### config.mk
export PLATFORM = sky130hd
export DESIGN_NAME = fc_lcc_svc_top
export DESIGN_NICKNAME = d
export VERILOG_FILES = /design/src/design/fc_lcc_svc_pkg.sv /design/src/design/svc_cmd_if.sv /design/src/design/otp_fault_if.sv /design/src/design/svc_cmd_decoder.sv /design/src/design/sub_reset_sequencer.sv /design/src/design/ext_clk_switch_ctrl.sv /design/src/design/otp_fault_injector.sv /design/src/design/otp_partition_store.sv /design/src/design/fc_lcc_svc_top.sv
export SDC_FILE = /design/constraint.sdc
export NUM_CORES = 1
export LEC_CHECK = 0
export BUFFER_PORTS_ARGS = -buffer_cell sky130_fd_sc_hd__buf_4
export CORE_ASPECT_RATIO = 0.9
export CORE_UTILIZATION = 43
export DETAILED_ROUTE_END_ITERATION = 10
export MAX_ROUTING_LAYER = met4
export PLACE_DENSITY = 0.57
export SETUP_SLACK_MARGIN = 0.3
export SYNTH_ARGS = -nofsm -noshare
export SYNTH_HDL_FRONTEND = slang
export SYNTH_HIERARCHICAL = 1
export SYNTH_SLANG_ARGS = --single-unit
### constraint.sdc
create_clock -name clk -period 6.5 [get_ports clk]
set_clock_uncertainty 0.2 [all_clocks]
set_input_delay 0.325 -clock clk [delete_from_list [all_inputs] [get_ports clk]]
set_output_delay 0.325 -clock clk [all_outputs]
set_load 0.01 [all_outputs]
### src/design/fc_lcc_svc_pkg.sv
//--------------------------------------------------------------------------
// Layout assumes 8-word partitions with the digest in the last word, and
// a 64-word OTP image of which the first 7 partitions are used
//--------------------------------------------------------------------------
`default_nettype none

package fc_lcc_svc_pkg;

  // Widths that carry a meaning
  typedef logic [7:0]  svc_cmd_t;
  typedef logic [1:0]  clk_sel_t;
  typedef logic [15:0] otp_word_t;
  typedef logic [5:0]  otp_addr_t;
  typedef logic [31:0] rom_mask_t;

  //------------------------------------------------------------------------
  // Service command codes, anything else is ignored
  //------------------------------------------------------------------------
  localparam svc_cmd_t CMD_SUB_RESET        = 8'h10;
  localparam svc_cmd_t CMD_CLK_500          = 8'h20;
  localparam svc_cmd_t CMD_CLK_160          = 8'h21;
  localparam svc_cmd_t CMD_CLK_400          = 8'h22;
  localparam svc_cmd_t CMD_CLK_1000         = 8'h23;
  localparam svc_cmd_t CMD_ZERO_FORCE       = 8'h30;
  localparam svc_cmd_t CMD_ZERO_FORCE_RESET = 8'h31;
  localparam svc_cmd_t CMD_ZERO_RELEASE     = 8'h32;
  localparam svc_cmd_t CMD_FC_ESCALATE      = 8'h40;
  localparam svc_cmd_t CMD_SCRAP_ESC0       = 8'h50;
  localparam svc_cmd_t CMD_SCRAP_ESC0_DIS   = 8'h51;
  localparam svc_cmd_t CMD_SCRAP_ESC1       = 8'h52;
  localparam svc_cmd_t CMD_SCRAP_ESC1_DIS   = 8'h53;
  localparam svc_cmd_t CMD_SVA_DISABLE      = 8'h60;
  localparam svc_cmd_t CMD_SVA_ENABLE       = 8'h61;
  localparam svc_cmd_t CMD_FAULT_CORR       = 8'h70;
  localparam svc_cmd_t CMD_FAULT_UNCORR     = 8'h71;
  localparam svc_cmd_t CMD_FAULT_DIGEST     = 8'h72;

  // External clock frequency codes, 1000 MHz is the reset choice
  localparam clk_sel_t CLK_SEL_1000 = 2'd0;
  localparam clk_sel_t CLK_SEL_500  = 2'd1;
  localparam clk_sel_t CLK_SEL_400  = 2'd2;
  localparam clk_sel_t CLK_SEL_160  = 2'd3;

  typedef enum logic [1:0] {
    ZM_PASS      = 2'd0,
    ZM_FORCE     = 2'd1,
    ZM_FORCE_RST = 2'd2
  } zero_mode_t;

  //------------------------------------------------------------------------
  // OTP partition layout
  //------------------------------------------------------------------------
  localparam int OTP_WORDS     = 64;
  localparam int NUM_PARTS     = 7;
  localparam int PART_WORDS    = 8;
  localparam int PART_SHIFT    = $clog2(PART_WORDS);
  localparam int LC_TRANS_PART = 5;

  typedef logic [$bits(otp_addr_t)-PART_SHIFT-1:0] part_idx_t;

  localparam part_idx_t LAST_PART      = part_idx_t'(NUM_PARTS - 1);
  localparam otp_addr_t LC_DIGEST_ADDR =
    otp_addr_t'(LC_TRANS_PART * PART_WORDS + PART_WORDS - 1);

  // Subsystem reset stretch
  localparam int RST_HOLD_CYCLES = 11;

  typedef logic [$clog2(RST_HOLD_CYCLES + 1)-1:0] rst_cnt_t;

  localparam rst_cnt_t RST_HOLD_CNT = rst_cnt_t'(RST_HOLD_CYCLES);

endpackage

`default_nettype wire

### src/design/svc_cmd_if.sv
//--------------------------------------------------------------------------
// Decoded command strobes, each high for exactly one cycle
//--------------------------------------------------------------------------
`timescale 1ns/1ps
`default_nettype none

interface svc_cmd_if
  import fc_lcc_svc_pkg::*;
();

  logic     rst_stb;
  logic     clk_stb;
  clk_sel_t clk_code;
  logic     fault_corr_stb;
  logic     fault_uncorr_stb;
  logic     digest_clr_stb;

  modport src (
    output rst_stb, clk_stb, clk_code,
    output fault_corr_stb, fault_uncorr_stb, digest_clr_stb
  );

  modport rst_sink (input rst_stb);

  modport clk_sink (input clk_stb, clk_code);

  modport fault_sink (input fault_corr_stb, fault_uncorr_stb, digest_clr_stb);

endinterface

`default_nettype wire

### src/design/otp_fault_if.sv
//--------------------------------------------------------------------------
// Raw partition words out of the store, fault overlay back into it
//--------------------------------------------------------------------------
`timescale 1ns/1ps
`default_nettype none

interface otp_fault_if
  import fc_lcc_svc_pkg::*;
();

  // First word of each partition and its lock state
  otp_word_t [NUM_PARTS-1:0] part_word;
  logic      [NUM_PARTS-1:0] digest_nz;

  // Overlay from the injector
  logic                      fault_active;
  otp_word_t [NUM_PARTS-1:0] faulted_word;
  logic                      digest_clr;

  modport store (output part_word, digest_nz, input fault_active, faulted_word, digest_clr);

  modport inject (input part_word, digest_nz, output fault_active, faulted_word, digest_clr);

endinterface

`default_nettype wire

### src/design/svc_cmd_decoder.sv
//--------------------------------------------------------------------------
// Commands have no back-pressure. Strobes appear two edges after the
// command, flags and the zeroization mode one edge after it
//--------------------------------------------------------------------------
`timescale 1ns/1ps
`default_nettype none

module svc_cmd_decoder
  import fc_lcc_svc_pkg::*;
(
  input  logic       clk,
  input  logic       cptra_rst_b,
  input  logic       cmd_valid_i,
  input  svc_cmd_t   cmd_i,
  input  logic       zeroize_ppd_i,
  input  logic       scrap_mode_i,
  input  rom_mask_t  rom_zero_mask_i,
  svc_cmd_if.src     cmd_bus,
  output logic       fc_esc_o,
  output logic       scrap_esc0_o,
  output logic       scrap_esc1_o,
  output logic       sva_disable_o,
  output zero_mode_t zero_mode_o,
  output logic       zeroize_ppd_o,
  output logic       scrap_mode_o,
  output rom_mask_t  rom_zero_mask_o
);

  logic     valid_q;
  svc_cmd_t cmd_q;

  function automatic clk_sel_t clk_code_of(svc_cmd_t cmd);
    case (cmd)
      CMD_CLK_500: return CLK_SEL_500;
      CMD_CLK_160: return CLK_SEL_160;
      CMD_CLK_400: return CLK_SEL_400;
      default:     return CLK_SEL_1000;
    endcase
  endfunction

  // Command word and the clock code it selects, one register stage each
  always_ff @(posedge clk) begin
    cmd_q            <= cmd_i;
    cmd_bus.clk_code <= clk_code_of(cmd_q);
  end

  always_ff @(posedge clk or negedge cptra_rst_b) begin
    if (!cptra_rst_b) begin
      valid_q                  <= 1'b0;
      cmd_bus.rst_stb          <= 1'b0;
      cmd_bus.clk_stb          <= 1'b0;
      cmd_bus.fault_corr_stb   <= 1'b0;
      cmd_bus.fault_uncorr_stb <= 1'b0;
      cmd_bus.digest_clr_stb   <= 1'b0;
      fc_esc_o                 <= 1'b0;
      scrap_esc0_o             <= 1'b0;
      scrap_esc1_o             <= 1'b0;
      sva_disable_o            <= 1'b0;
      zero_mode_o              <= ZM_PASS;
    end else begin
      valid_q                  <= cmd_valid_i;
      cmd_bus.rst_stb          <= 1'b0;
      cmd_bus.clk_stb          <= 1'b0;
      cmd_bus.fault_corr_stb   <= 1'b0;
      cmd_bus.fault_uncorr_stb <= 1'b0;
      cmd_bus.digest_clr_stb   <= 1'b0;
      if (valid_q) begin
        case (cmd_q)
          CMD_SUB_RESET:        cmd_bus.rst_stb <= 1'b1;
          CMD_CLK_500, CMD_CLK_160, CMD_CLK_400, CMD_CLK_1000: cmd_bus.clk_stb <= 1'b1;
          CMD_ZERO_FORCE:       zero_mode_o <= ZM_FORCE;
          CMD_ZERO_FORCE_RESET: zero_mode_o <= ZM_FORCE_RST;
          CMD_ZERO_RELEASE:     zero_mode_o <= ZM_PASS;
          // Fuse escalation is never withdrawn short of a reset
          CMD_FC_ESCALATE:      fc_esc_o <= 1'b1;
          CMD_SCRAP_ESC0:       scrap_esc0_o <= 1'b1;
          CMD_SCRAP_ESC0_DIS:   scrap_esc0_o <= 1'b0;
          CMD_SCRAP_ESC1:       scrap_esc1_o <= 1'b1;
          CMD_SCRAP_ESC1_DIS:   scrap_esc1_o <= 1'b0;
          CMD_SVA_DISABLE:      sva_disable_o <= 1'b1;
          CMD_SVA_ENABLE:       sva_disable_o <= 1'b0;
          CMD_FAULT_CORR:       cmd_bus.fault_corr_stb <= 1'b1;
          CMD_FAULT_UNCORR:     cmd_bus.fault_uncorr_stb <= 1'b1;
          CMD_FAULT_DIGEST:     cmd_bus.digest_clr_stb <= 1'b1;
          default: ;
        endcase
      end
    end
  end

  //------------------------------------------------------------------------
  // Zeroization override mux
  //------------------------------------------------------------------------
  always_comb begin
    zeroize_ppd_o   = zeroize_ppd_i;
    scrap_mode_o    = scrap_mode_i;
    rom_zero_mask_o = rom_zero_mask_i;
    case (zero_mode_o)
      ZM_FORCE: begin
        zeroize_ppd_o   = 1'b1;
        scrap_mode_o    = 1'b0;
        rom_zero_mask_o = '1;
      end
      ZM_FORCE_RST: begin
        zeroize_ppd_o   = 1'b0;
        scrap_mode_o    = 1'b1;
        rom_zero_mask_o = '0;
      end
      default: ;
    endcase
  end

  // Service blocks rely on never seeing two commands at once
  a_one_strobe: assert property (@(posedge clk) disable iff (!cptra_rst_b)
    $onehot0({cmd_bus.rst_stb, cmd_bus.clk_stb, cmd_bus.fault_corr_stb,
              cmd_bus.fault_uncorr_stb, cmd_bus.digest_clr_stb}));

endmodule

`default_nettype wire

### src/design/sub_reset_sequencer.sv
//--------------------------------------------------------------------------
// Pulse is RST_HOLD_CYCLES long; requests during a pulse are dropped
//--------------------------------------------------------------------------
`timescale 1ns/1ps
`default_nettype none

module sub_reset_sequencer
  import fc_lcc_svc_pkg::*;
(
  input  logic           clk,
  input  logic           cptra_rst_b,
  svc_cmd_if.rst_sink    cmd_bus,
  output logic           sub_rst_b_o
);

  // Counts the cycles already spent in reset, 1 on the first one
  rst_cnt_t hold_cnt;

  always_ff @(posedge clk or negedge cptra_rst_b) begin
    if (!cptra_rst_b) begin
      sub_rst_b_o <= 1'b1;
      hold_cnt    <= '0;
    end else if (!sub_rst_b_o) begin
      if (hold_cnt == RST_HOLD_CNT) begin
        sub_rst_b_o <= 1'b1;
        hold_cnt    <= '0;
      end else begin
        hold_cnt <= hold_cnt + 1'b1;
      end
    end else if (cmd_bus.rst_stb) begin
      sub_rst_b_o <= 1'b0;
      hold_cnt    <= rst_cnt_t'(1);
    end
  end

  a_cnt_bound: assert property (@(posedge clk) disable iff (!cptra_rst_b)
    hold_cnt <= RST_HOLD_CNT);

endmodule

`default_nettype wire

### src/design/ext_clk_switch_ctrl.sv
//--------------------------------------------------------------------------
// Only a frequency code is produced; no clock is generated here
//--------------------------------------------------------------------------
`timescale 1ns/1ps
`default_nettype none

module ext_clk_switch_ctrl
  import fc_lcc_svc_pkg::*;
(
  input  logic        clk,
  input  logic        cptra_rst_b,
  svc_cmd_if.clk_sink cmd_bus,
  input  logic        clk_byp_ack_i,
  output clk_sel_t    clk_sel_o,
  output logic        clk_switch_req_o
);

  logic req_pending;

  // The request is held back until the bypass is acknowledged
  assign clk_switch_req_o = req_pending & clk_byp_ack_i;

  always_ff @(posedge clk or negedge cptra_rst_b) begin
    if (!cptra_rst_b) begin
      clk_sel_o   <= CLK_SEL_1000;
      req_pending <= 1'b0;
    end else if (cmd_bus.clk_stb) begin
      clk_sel_o   <= cmd_bus.clk_code;
      req_pending <= 1'b1;
    end else if (clk_switch_req_o) begin
      // Clock source has seen the request
      req_pending <= 1'b0;
    end
  end

endmodule

`default_nettype wire

### src/design/otp_fault_injector.sv
//--------------------------------------------------------------------------
// One fault per reset: the first fault command arms the overlay for good
//--------------------------------------------------------------------------
`timescale 1ns/1ps
`default_nettype none

module otp_fault_injector
  import fc_lcc_svc_pkg::*;
(
  input  logic          clk,
  input  logic          cptra_rst_b,
  svc_cmd_if.fault_sink cmd_bus,
  otp_fault_if.inject   fault_bus
);

  otp_word_t [NUM_PARTS-1:0] fault_word_d;
  logic                      arm;

  assign arm = (cmd_bus.fault_corr_stb | cmd_bus.fault_uncorr_stb) & ~fault_bus.fault_active;

  // Unlocked partitions see an all-zero mask and keep their raw word
  always_comb begin
    for (int p = 0; p < NUM_PARTS; p++) begin
      if (cmd_bus.fault_corr_stb) begin
        fault_word_d[p] = fault_bus.part_word[p] ^ otp_word_t'(fault_bus.digest_nz[p]);
      end else begin
        fault_word_d[p] = fault_bus.part_word[p] ^
                          {$bits(otp_word_t){fault_bus.digest_nz[p]}};
      end
    end
  end

  always_ff @(posedge clk or negedge cptra_rst_b) begin
    if (!cptra_rst_b) begin
      fault_bus.fault_active <= 1'b0;
      fault_bus.digest_clr   <= 1'b0;
    end else begin
      if (arm) begin
        fault_bus.fault_active <= 1'b1;
      end
      if (cmd_bus.digest_clr_stb) begin
        fault_bus.digest_clr <= 1'b1;
      end
    end
  end

  always_ff @(posedge clk) begin
    if (arm) begin
      fault_bus.faulted_word <= fault_word_d;
    end
  end

  // Later writes to the store must not leak into an armed overlay
  a_overlay_frozen: assert property (@(posedge clk) disable iff (!cptra_rst_b)
    fault_bus.fault_active |=> $stable(fault_bus.faulted_word));

endmodule

`default_nettype wire

### src/design/otp_partition_store.sv
//--------------------------------------------------------------------------
// Array has no reset and reads combinationally through the fault overlay
//--------------------------------------------------------------------------
`timescale 1ns/1ps
`default_nettype none

module otp_partition_store
  import fc_lcc_svc_pkg::*;
(
  input  logic       clk,
  input  logic       cptra_rst_b,
  input  logic       wr_en_i,
  input  otp_addr_t  wr_addr_i,
  input  otp_word_t  wr_data_i,
  input  otp_addr_t  rd_addr_i,
  output otp_word_t  rd_data_o,
  otp_fault_if.store fault_bus
);

  otp_word_t mem [OTP_WORDS];
  part_idx_t rd_part;
  logic      rd_first;

  always_ff @(posedge clk) begin
    if (wr_en_i) begin
      mem[wr_addr_i] <= wr_data_i;
    end
  end

  for (genvar p = 0; p < NUM_PARTS; p++) begin : g_part
    localparam otp_addr_t BASE   = otp_addr_t'(p * PART_WORDS);
    localparam otp_addr_t DIGEST = otp_addr_t'(p * PART_WORDS + PART_WORDS - 1);

    assign fault_bus.part_word[p] = mem[BASE];
    assign fault_bus.digest_nz[p] = |mem[DIGEST];

    // An unlocked partition is captured unchanged when the injector arms
    a_unlocked_raw: assert property (@(posedge clk) disable iff (!cptra_rst_b)
      $rose(fault_bus.fault_active) && !$past(fault_bus.digest_nz[p]) |->
        fault_bus.faulted_word[p] == $past(fault_bus.part_word[p]));
  end

  //------------------------------------------------------------------------
  // Read path
  //------------------------------------------------------------------------
  assign rd_part  = rd_addr_i[$bits(otp_addr_t)-1:PART_SHIFT];
  assign rd_first = (rd_addr_i[PART_SHIFT-1:0] == '0);

  always_comb begin
    rd_data_o = mem[rd_addr_i];
    if (fault_bus.fault_active && rd_first && rd_part <= LAST_PART) begin
      rd_data_o = fault_bus.faulted_word[rd_part];
    end
    if (fault_bus.digest_clr && rd_addr_i == LC_DIGEST_ADDR) begin
      rd_data_o = '0;
    end
  end

endmodule

`default_nettype wire

### src/design/fc_lcc_svc_top.sv
//--------------------------------------------------------------------------
// Test-service controller; commands are single-cycle with no ready
//--------------------------------------------------------------------------
`timescale 1ns/1ps
`default_nettype none

module fc_lcc_svc_top
  import fc_lcc_svc_pkg::*;
(
  input  logic      clk,
  input  logic      cptra_rst_b,
  input  logic      cmd_valid_i,
  input  svc_cmd_t  cmd_i,
  input  logic      clk_byp_ack_i,
  input  logic      zeroize_ppd_i,
  input  logic      scrap_mode_i,
  input  rom_mask_t rom_zero_mask_i,
  input  logic      otp_wr_en_i,
  input  otp_addr_t otp_wr_addr_i,
  input  otp_word_t otp_wr_data_i,
  input  otp_addr_t otp_rd_addr_i,
  output otp_word_t otp_rd_data_o,
  output logic      sub_rst_b_o,
  output clk_sel_t  clk_sel_o,
  output logic      clk_switch_req_o,
  output logic      fc_esc_o,
  output logic      scrap_esc0_o,
  output logic      scrap_esc1_o,
  output logic      sva_disable_o,
  output logic      zeroize_ppd_o,
  output logic      scrap_mode_o,
  output rom_mask_t rom_zero_mask_o
);

  svc_cmd_if   i_cmd_bus ();
  otp_fault_if i_fault_bus ();

  svc_cmd_decoder i_svc_cmd_decoder (
    .clk             (clk),
    .cptra_rst_b     (cptra_rst_b),
    .cmd_valid_i     (cmd_valid_i),
    .cmd_i           (cmd_i),
    .zeroize_ppd_i   (zeroize_ppd_i),
    .scrap_mode_i    (scrap_mode_i),
    .rom_zero_mask_i (rom_zero_mask_i),
    .cmd_bus         (i_cmd_bus),
    .fc_esc_o        (fc_esc_o),
    .scrap_esc0_o    (scrap_esc0_o),
    .scrap_esc1_o    (scrap_esc1_o),
    .sva_disable_o   (sva_disable_o),
    .zero_mode_o     (),
    .zeroize_ppd_o   (zeroize_ppd_o),
    .scrap_mode_o    (scrap_mode_o),
    .rom_zero_mask_o (rom_zero_mask_o)
  );

  sub_reset_sequencer i_sub_reset_sequencer (
    .clk         (clk),
    .cptra_rst_b (cptra_rst_b),
    .cmd_bus     (i_cmd_bus),
    .sub_rst_b_o (sub_rst_b_o)
  );

  ext_clk_switch_ctrl i_ext_clk_switch_ctrl (
    .clk              (clk),
    .cptra_rst_b      (cptra_rst_b),
    .cmd_bus          (i_cmd_bus),
    .clk_byp_ack_i    (clk_byp_ack_i),
    .clk_sel_o        (clk_sel_o),
    .clk_switch_req_o (clk_switch_req_o)
  );

  otp_fault_injector i_otp_fault_injector (
    .clk         (clk),
    .cptra_rst_b (cptra_rst_b),
    .cmd_bus     (i_cmd_bus),
    .fault_bus   (i_fault_bus)
  );

  otp_partition_store i_otp_partition_store (
    .clk         (clk),
    .cptra_rst_b (cptra_rst_b),
    .wr_en_i     (otp_wr_en_i),
    .wr_addr_i   (otp_wr_addr_i),
    .wr_data_i   (otp_wr_data_i),
    .rd_addr_i   (otp_rd_addr_i),
    .rd_data_o   (otp_rd_data_o),
    .fault_bus   (i_fault_bus)
  );

endmodule

`default_nettype wire

---- Word-level counts from Yosys, hierarchy flattened ----
Memories as Yosys holds them, arrays and structs flattened.
Index checks and enable logic that the tools add are counted.
word-level totals
  memory bits (writable) .................. 1024
  memories ................................ 1
  word-level logic and storage cells ...... 132
  bits of input ports ..................... 75
  latch bits .............................. 0
  output and inout port bits .............. 58
  bits in read-only memories .............. 0
  register bits ........................... 144
cells by class
  multiply operators ...................... 0
  bitwise operators ....................... 18
  magnitude comparators ................... 2
  $add $sub $neg .......................... 1
  muxes and demuxes ....................... 39
  equality and inequality tests ........... 23
  div/mod/pow operators ................... 0
  shift operators ......................... 0
  reductions and logical operators ........ 22
memory list
  name                       depth  width  rd ports  clocked after memory_dff  write ports  RTL line                   RTL
  i_otp_partition_store.mem  64     16     15        0                         1            otp_partition_store.sv:20  otp_word_t mem [OTP_WORDS];
operator list
  kind                 count
  $mux 16              10
  $reduce_or 16->1     7
  $xor 16x1->16        7
  $xor 16x16->16       7
  $eq 8x7->1 const B   10
  $pmux 32 s2          1
  $eq 8x6->1 const B   7
  $bmux 16 s3          1
  $mux 1               17
  $mux 4               3
  $pmux 2 s3           2
  $pmux 1 s2           5
  $reduce_and 2->1     5
  $eq 8x5->1 const B   1
  $reduce_bool 2->1    4
  $eq 6x6->1 const B   1
  $add 4x1->4 const B  1
  $eq 4x4->1 const B   1
  $lt 3x4->1 const B   1
  $reduce_or 4->1      1
  $le 3x3->1 const B   1
  $logic_and 1x1->1    3
  $logic_not 3->1      1
  $reduce_bool 3->1    1
  6 further kinds      7

---- Depth between registers and ports, before layout ----
  word-level depth ........................ 5
  gate-level depth with buffers ........... 9

---- Modules after synthesis ----
The synthesis kept the hierarchy.
by module, submodules not included
  module               cells each  times used  area each (sq um)
  otp_partition_store  2026        1           41080.6
  otp_fault_injector   251         1           4700.8
  svc_cmd_decoder      137         1           1108.6
  sub_reset_sequencer  25          1           260.2
  ext_clk_switch_ctrl  8           1           116.4

---- Worst setup path after synthesis ----
OpenSTA, ideal clock, no wires.
  path type ............................... register -> register
  start ................................... register i_svc_cmd_decoder.cmd_bus.fault_corr_stb
  end ..................................... register i_otp_fault_injector.fault_bus.faulted_word[0] (enable)
  buffers on the path ..................... 0
  cell stages (with the launch flop) ...... 3
  setup slack ............................. 578 ps
  data arrival time ....................... 5136 ps
  library setup time ...................... 585 ps
  required time ........................... 5715 ps
  cell sequence ........................... dfrtp_1 nor2_1 nor2_1
on the way
  longest elaborated chain between the ends .. 2
ends and longest elaborated chain
  item                          RTL line                  RTL
  start, declared               svc_cmd_if.sv:20          output fault_corr_stb, fault_uncorr_stb, digest_clr_stb
  start signal, assigned        svc_cmd_decoder.sv:52     cmd_bus.fault_corr_stb <= 1'b0;
  start signal, assigned        svc_cmd_decoder.sv:64     cmd_bus.fault_corr_stb <= 1'b0;
  start signal, assigned        svc_cmd_decoder.sv:82     CMD_FAULT_CORR: cmd_bus.fault_corr_stb <= 1'b1;
  $or 1x1->1                    otp_fault_injector.sv:19  assign arm = (cmd_bus.fault_corr_stb | cmd_bus.fault_uncorr_stb) & ~fault_bus.fault_active;
  $and 1x1->1                   otp_fault_injector.sv:19
  via i_otp_fault_injector.arm  otp_fault_injector.sv:17  logic arm;
  end signal, assigned          otp_fault_injector.sv:49  fault_bus.faulted_word <= fault_word_d;
  end, declared                 otp_fault_if.sv:22        modport inject (input part_word, digest_nz, output fault_active, faulted_word, digest_clr);
The timed path passes the listed nets, and every way through them passes these cells.
A chain may end at the register's enable or synchronous reset.

---- Worst setup path after layout ----
  start ................................... input port otp_rd_addr_i[3]
  end ..................................... output port otp_rd_data_o[12]
on the way
  longest elaborated chain between the ends .. 4
  elaborated cells between the ends (all ways) .. 9
  those cells by class .................... order compare (1); eq/ne (1); mux (4); reduce/logical (2); memory (1)
ends and longest elaborated chain
  item                                                                   RTL line                   RTL
  start, declared                                                        fc_lcc_svc_top.sv:21       input otp_addr_t otp_rd_addr_i,
  parallel branches: the longest is 3 deep, another holds $mem_v2 64x16  --
  $mux 16 *                                                              otp_partition_store.sv:54  if (fault_bus.digest_clr && rd_addr_i == LC_DIGEST_ADDR) begin
  end, declared                                                          fc_lcc_svc_top.sv:22       output otp_word_t otp_rd_data_o,
Every way passes the cells marked *. The select of a mux whose other input is x is not followed.

==> results.tsv <==
stage	metric	value	unit
setup_path	worst reg2reg path depth	3	
synth	Post-synth ARST share	1.884	%
timing	final period utilization	68.40	%
synth	complex-gate fraction of the synthesized area	3.391	%
clock_tree	clock sinks	1168	
min_path	hold depth	1	
timing	maximum clock frequency	0.2249	GHz
setup_path	R2R Path End	i_otp_fault_injector/fault_bus.faulted_word[50]	
setup_path	reg2reg start	i_svc_cmd_decoder/cmd_bus.fault_corr_stb	
die	Die H	316.5	um
die	Core Area	0.1091	sq mm
synth	Synth warnings	6	
synth	Cell Area, Synth	0.04727	sq mm
drt	iteration-0 DRC count of the detailed router	2895	
synth	post-synthesis adder-cell area fraction	0.07941	%
drt	Avg WL per Cell	30.10	um
global_routing	largest net degree at the start of global routing	73	
clock_tree	root buf cell	clkbuf_16	
drt	final antenna-violating net count	0	
synth	largest family of logic cells by synthesized area	multiplexers	
setup_path	CP max-delay cell	nand4bb_1	
drt	overall routed net length	127000	um
timing	Final Hold Viols	0	
final_layout	number of fill cells	9002	
final_layout	most frequent cells in the layout	edfxtp_1, buf_4, mux4_2	
clock_tree	Clock transition at path regs	0.06	ns
synth	FF+latch count, synth	1168	
synth	Top FF cell, synth	edfxtp_1	
setup_path	Critical Path RT	5.97	ns
clock_tree	Max clock buf depth	3	
final_layout	nets@finish	2736	
clock_tree	Skew-Pair Late Insertion Delay	0.70	ns
drt	routed vias	24500	
power	Pwr Total	16.10	mW
synth	post-synthesis average cell area	19.32	sq um
setup_path	Register-to-Register Setup Slack	3.23	ns
setup_path	worst-path maximum fanout	69	
min_path	HP Class	input pin to flip-flop	
final_layout	register area	0.03486	sq mm
global_routing	initial antenna violation count	3	
timing	# setup viols final	0	
setup_path	CP Cell Sequence	buf_4, and3_1, nand4bb_1, and3_1, a311oi_1, buf_4	
synth	post-synthesis sequential area ratio	73.76	%
global_routing	grt ovf	0	
timing	final-report max-slew violation count	0	
synth	syn_nets	2525	
power	VDD IR max	0.2604	mV
global_routing	vias in the first global route	23830	
die	Die Wd	351.5	um
timing	max_slew headroom	16.25	%
synth	mux cell area share after synthesis	14.63	%
status	outcome	completed	
placed_design	GP Congestion	0.9670	
global_routing	global-route wire length before repair	179000	um
min_path	HP Start	otp_wr_data_i[0]	
die	Die ar.	0.1113	sq mm
setup_path	Critical Path Sink Type	primary output	
timing	Final Hold Slack	0.02177	ns
timing	setup TNS	0	ns
power	Static Leak	17.49	nW
final_layout	share of layout cells above drive strength 1	25.42	%
setup_path	critical path launch point type	input pin	
synth	Post-Synth XOR/XNOR Area	2.160	%
synth	Cells after Synth	2447	
drt	Post-route DRC	0	
placed_design	port bufs	132	
timing	Tightest Pin Transition	1.249	ns
final_layout	footprint of the multi-input gates	0.01142	sq mm
final_layout	Area growth syn-to-layout	13.92	%
clock_tree	CTS tree	done	
run	max-cap violations	0	
min_path	Hold Path Sink	i_otp_partition_store/mem[28][0]	
setup_path	crit-path max cell delay	1.15	ns
global_routing	total track usage	23.47	%
timing	post-route minimum period	4.446	ns
die	Rows	115	
clock_tree	post-cts resize count	0	
setup_path	crit path DAT	3.92	ns
power	Power Density	299.0	mW/mm^2
synth	Synth Area in Simple Gates	3.817	%
die	I/O pin cnt	133	
drt	vias per inst	5.807	
placed_design	post-DP HPWL	78900	um
final_layout	leading cell type in the layout, fill and taps excluded	edfxtp_1	
die	Initial Utilization	43.34	%
synth	Distinct cells, synth	70	
setup_path	critical path type	input pin to primary output	
clock_tree	H-tree lvl count	3	
synth	Post-synth EDFFs	1136	
timing	RSZ-0062 raised after global routing	no	
drt	drt pass-1 iters	5	
clock_tree	TritonCTS buffer count	120	
[cell families after synthesis]
kind of cell	after synthesis
AOI/OAI and AO/OA	213
muxes	438
and+or+nand+nor	361
adders and majority gates	3
buffers and inverters	150
DFF	1168
xor gates and xnor gates	114
[metrics by stage]
step           util [%]  instances  cell area [sq um]  setup slack [ns]
6_report          49.37       4219              53840             2.054
5_1_grt           49.37       4218              53840             1.972
4_1_cts           49.36       4216              53840             2.217
3_5_place_dp      45.70       3985              49850             2.213
3_3_place_gp      45.70       3985              49850             2.262
2_1_floorplan         -       2447              47270            0.5782
[power by group]
part	internal [mW]	switching, mW	total, mW	leakage (nW)
logic	0.373	0.628	1.00	5.00
clock network	3.93	2.82	6.75	1.89
registers	8.31	0.0334	8.35	10.6
[routing by layer]
layer  up-vias  GRT usage (%)  part of all wire [%]  wire length [um]
met5         -              -                     0                 0
met4         0          4.486                   1.8              2265
met3       160          3.572                   7.4              9458
met2      1023          33.58                    45             57170
met1     12970          35.75                    46             58110
li1      10350              -                     -                 -
[worst max-delay path: cells and delay by family]
| family | cells | cell delay (ns) |
|---|---|---|
| compound gates | 1 | 0.69 |
| simple gates | 3 | 2.24 |
| buf+inv | 2 | 0.56 |
[cells in the mapped netlist (10+ instances only)]
library cell / n / area share, %
buf_2: 33 / 0.35
edfxtp_1: 1136 / 72
a21oi_1: 25 / 0.26
clkbuf_1: 46 / 0.37
a22oi_1: 75 / 1.2
nand3_1: 11 / 0.12
mux4_2: 194 / 9.2
and3_1: 30 / 0.40
xnor2_1: 103 / 1.9
a311oi_1: 10 / 0.19
nor2_1: 80 / 0.64
mux2i_1: 165 / 3.5
dfrtp_1: 21 / 1.1
buf_4: 20 / 0.32
buf_6: 26 / 0.62
o2111ai_1: 26 / 0.48
nand2_1: 136 / 1.1
or2_2: 14 / 0.19
nand2b_1: 10 / 0.13
o211ai_1: 40 / 0.64
nor4_1: 28 / 0.37
dfxtp_1: 10 / 0.42
mux2_2: 70 / 1.7
nand4_1: 11 / 0.15
[worst max-delay path by stage]
stage	start	to	slack [ns]	cells past startpoint
5_1_grt	otp_rd_addr_i[3]	otp_rd_data_o[12]	1.97	6
2_1_floorplan	i_svc_cmd_decoder/cmd_bus.fault_corr_stb	i_otp_fault_injector/fault_bus.faulted_word[0]	0.58	2
3_3_place_gp	otp_rd_addr_i[3]	otp_rd_data_o[7]	2.26	7
4_1_cts	otp_rd_addr_i[3]	otp_rd_data_o[12]	2.22	6
3_5_place_dp	otp_rd_addr_i[3]	otp_rd_data_o[12]	2.21	6
6_report	otp_rd_addr_i[3]	otp_rd_data_o[12]	2.05	6
[layout make-up]
| cell class | count | share of cell area (%) |
|---|---|---|
| Tap cell | 1462 | 3.397 |
| Clock inverter | 76 | 1.276 |
| Sequential cell | 1168 | 64.75 |
| Antenna cell | 3 | 0.01394 |
| Clock buffer | 142 | 5.888 |
| Inverter | 8 | 0.05577 |
| Multi-Input combinational cell | 1129 | 21.21 |
| Timing Repair Buffer | 231 | 3.409 |
[registers in the layout, indices dropped and copies added, names as in the netlist, 2 cells and up]
signal	count
i_otp_partition_store/mem	1024
i_otp_fault_injector/fault_bus.faulted_word	112
i_svc_cmd_decoder/cmd_q	8
i_sub_reset_sequencer/hold_cnt	4
i_ext_clk_switch_ctrl/clk_sel_o	2
i_svc_cmd_decoder/cmd_bus.clk_code	2
i_svc_cmd_decoder/zero_mode_o	2
[repair_timing]
item / CTS / global route
setup buffers: 0 / 0
hold endpoints to repair: 32 / 0
endpoints found under the setup margin: 0 / 0
hold buffers: 13 / 0
(Power assumes the default switching activity.)
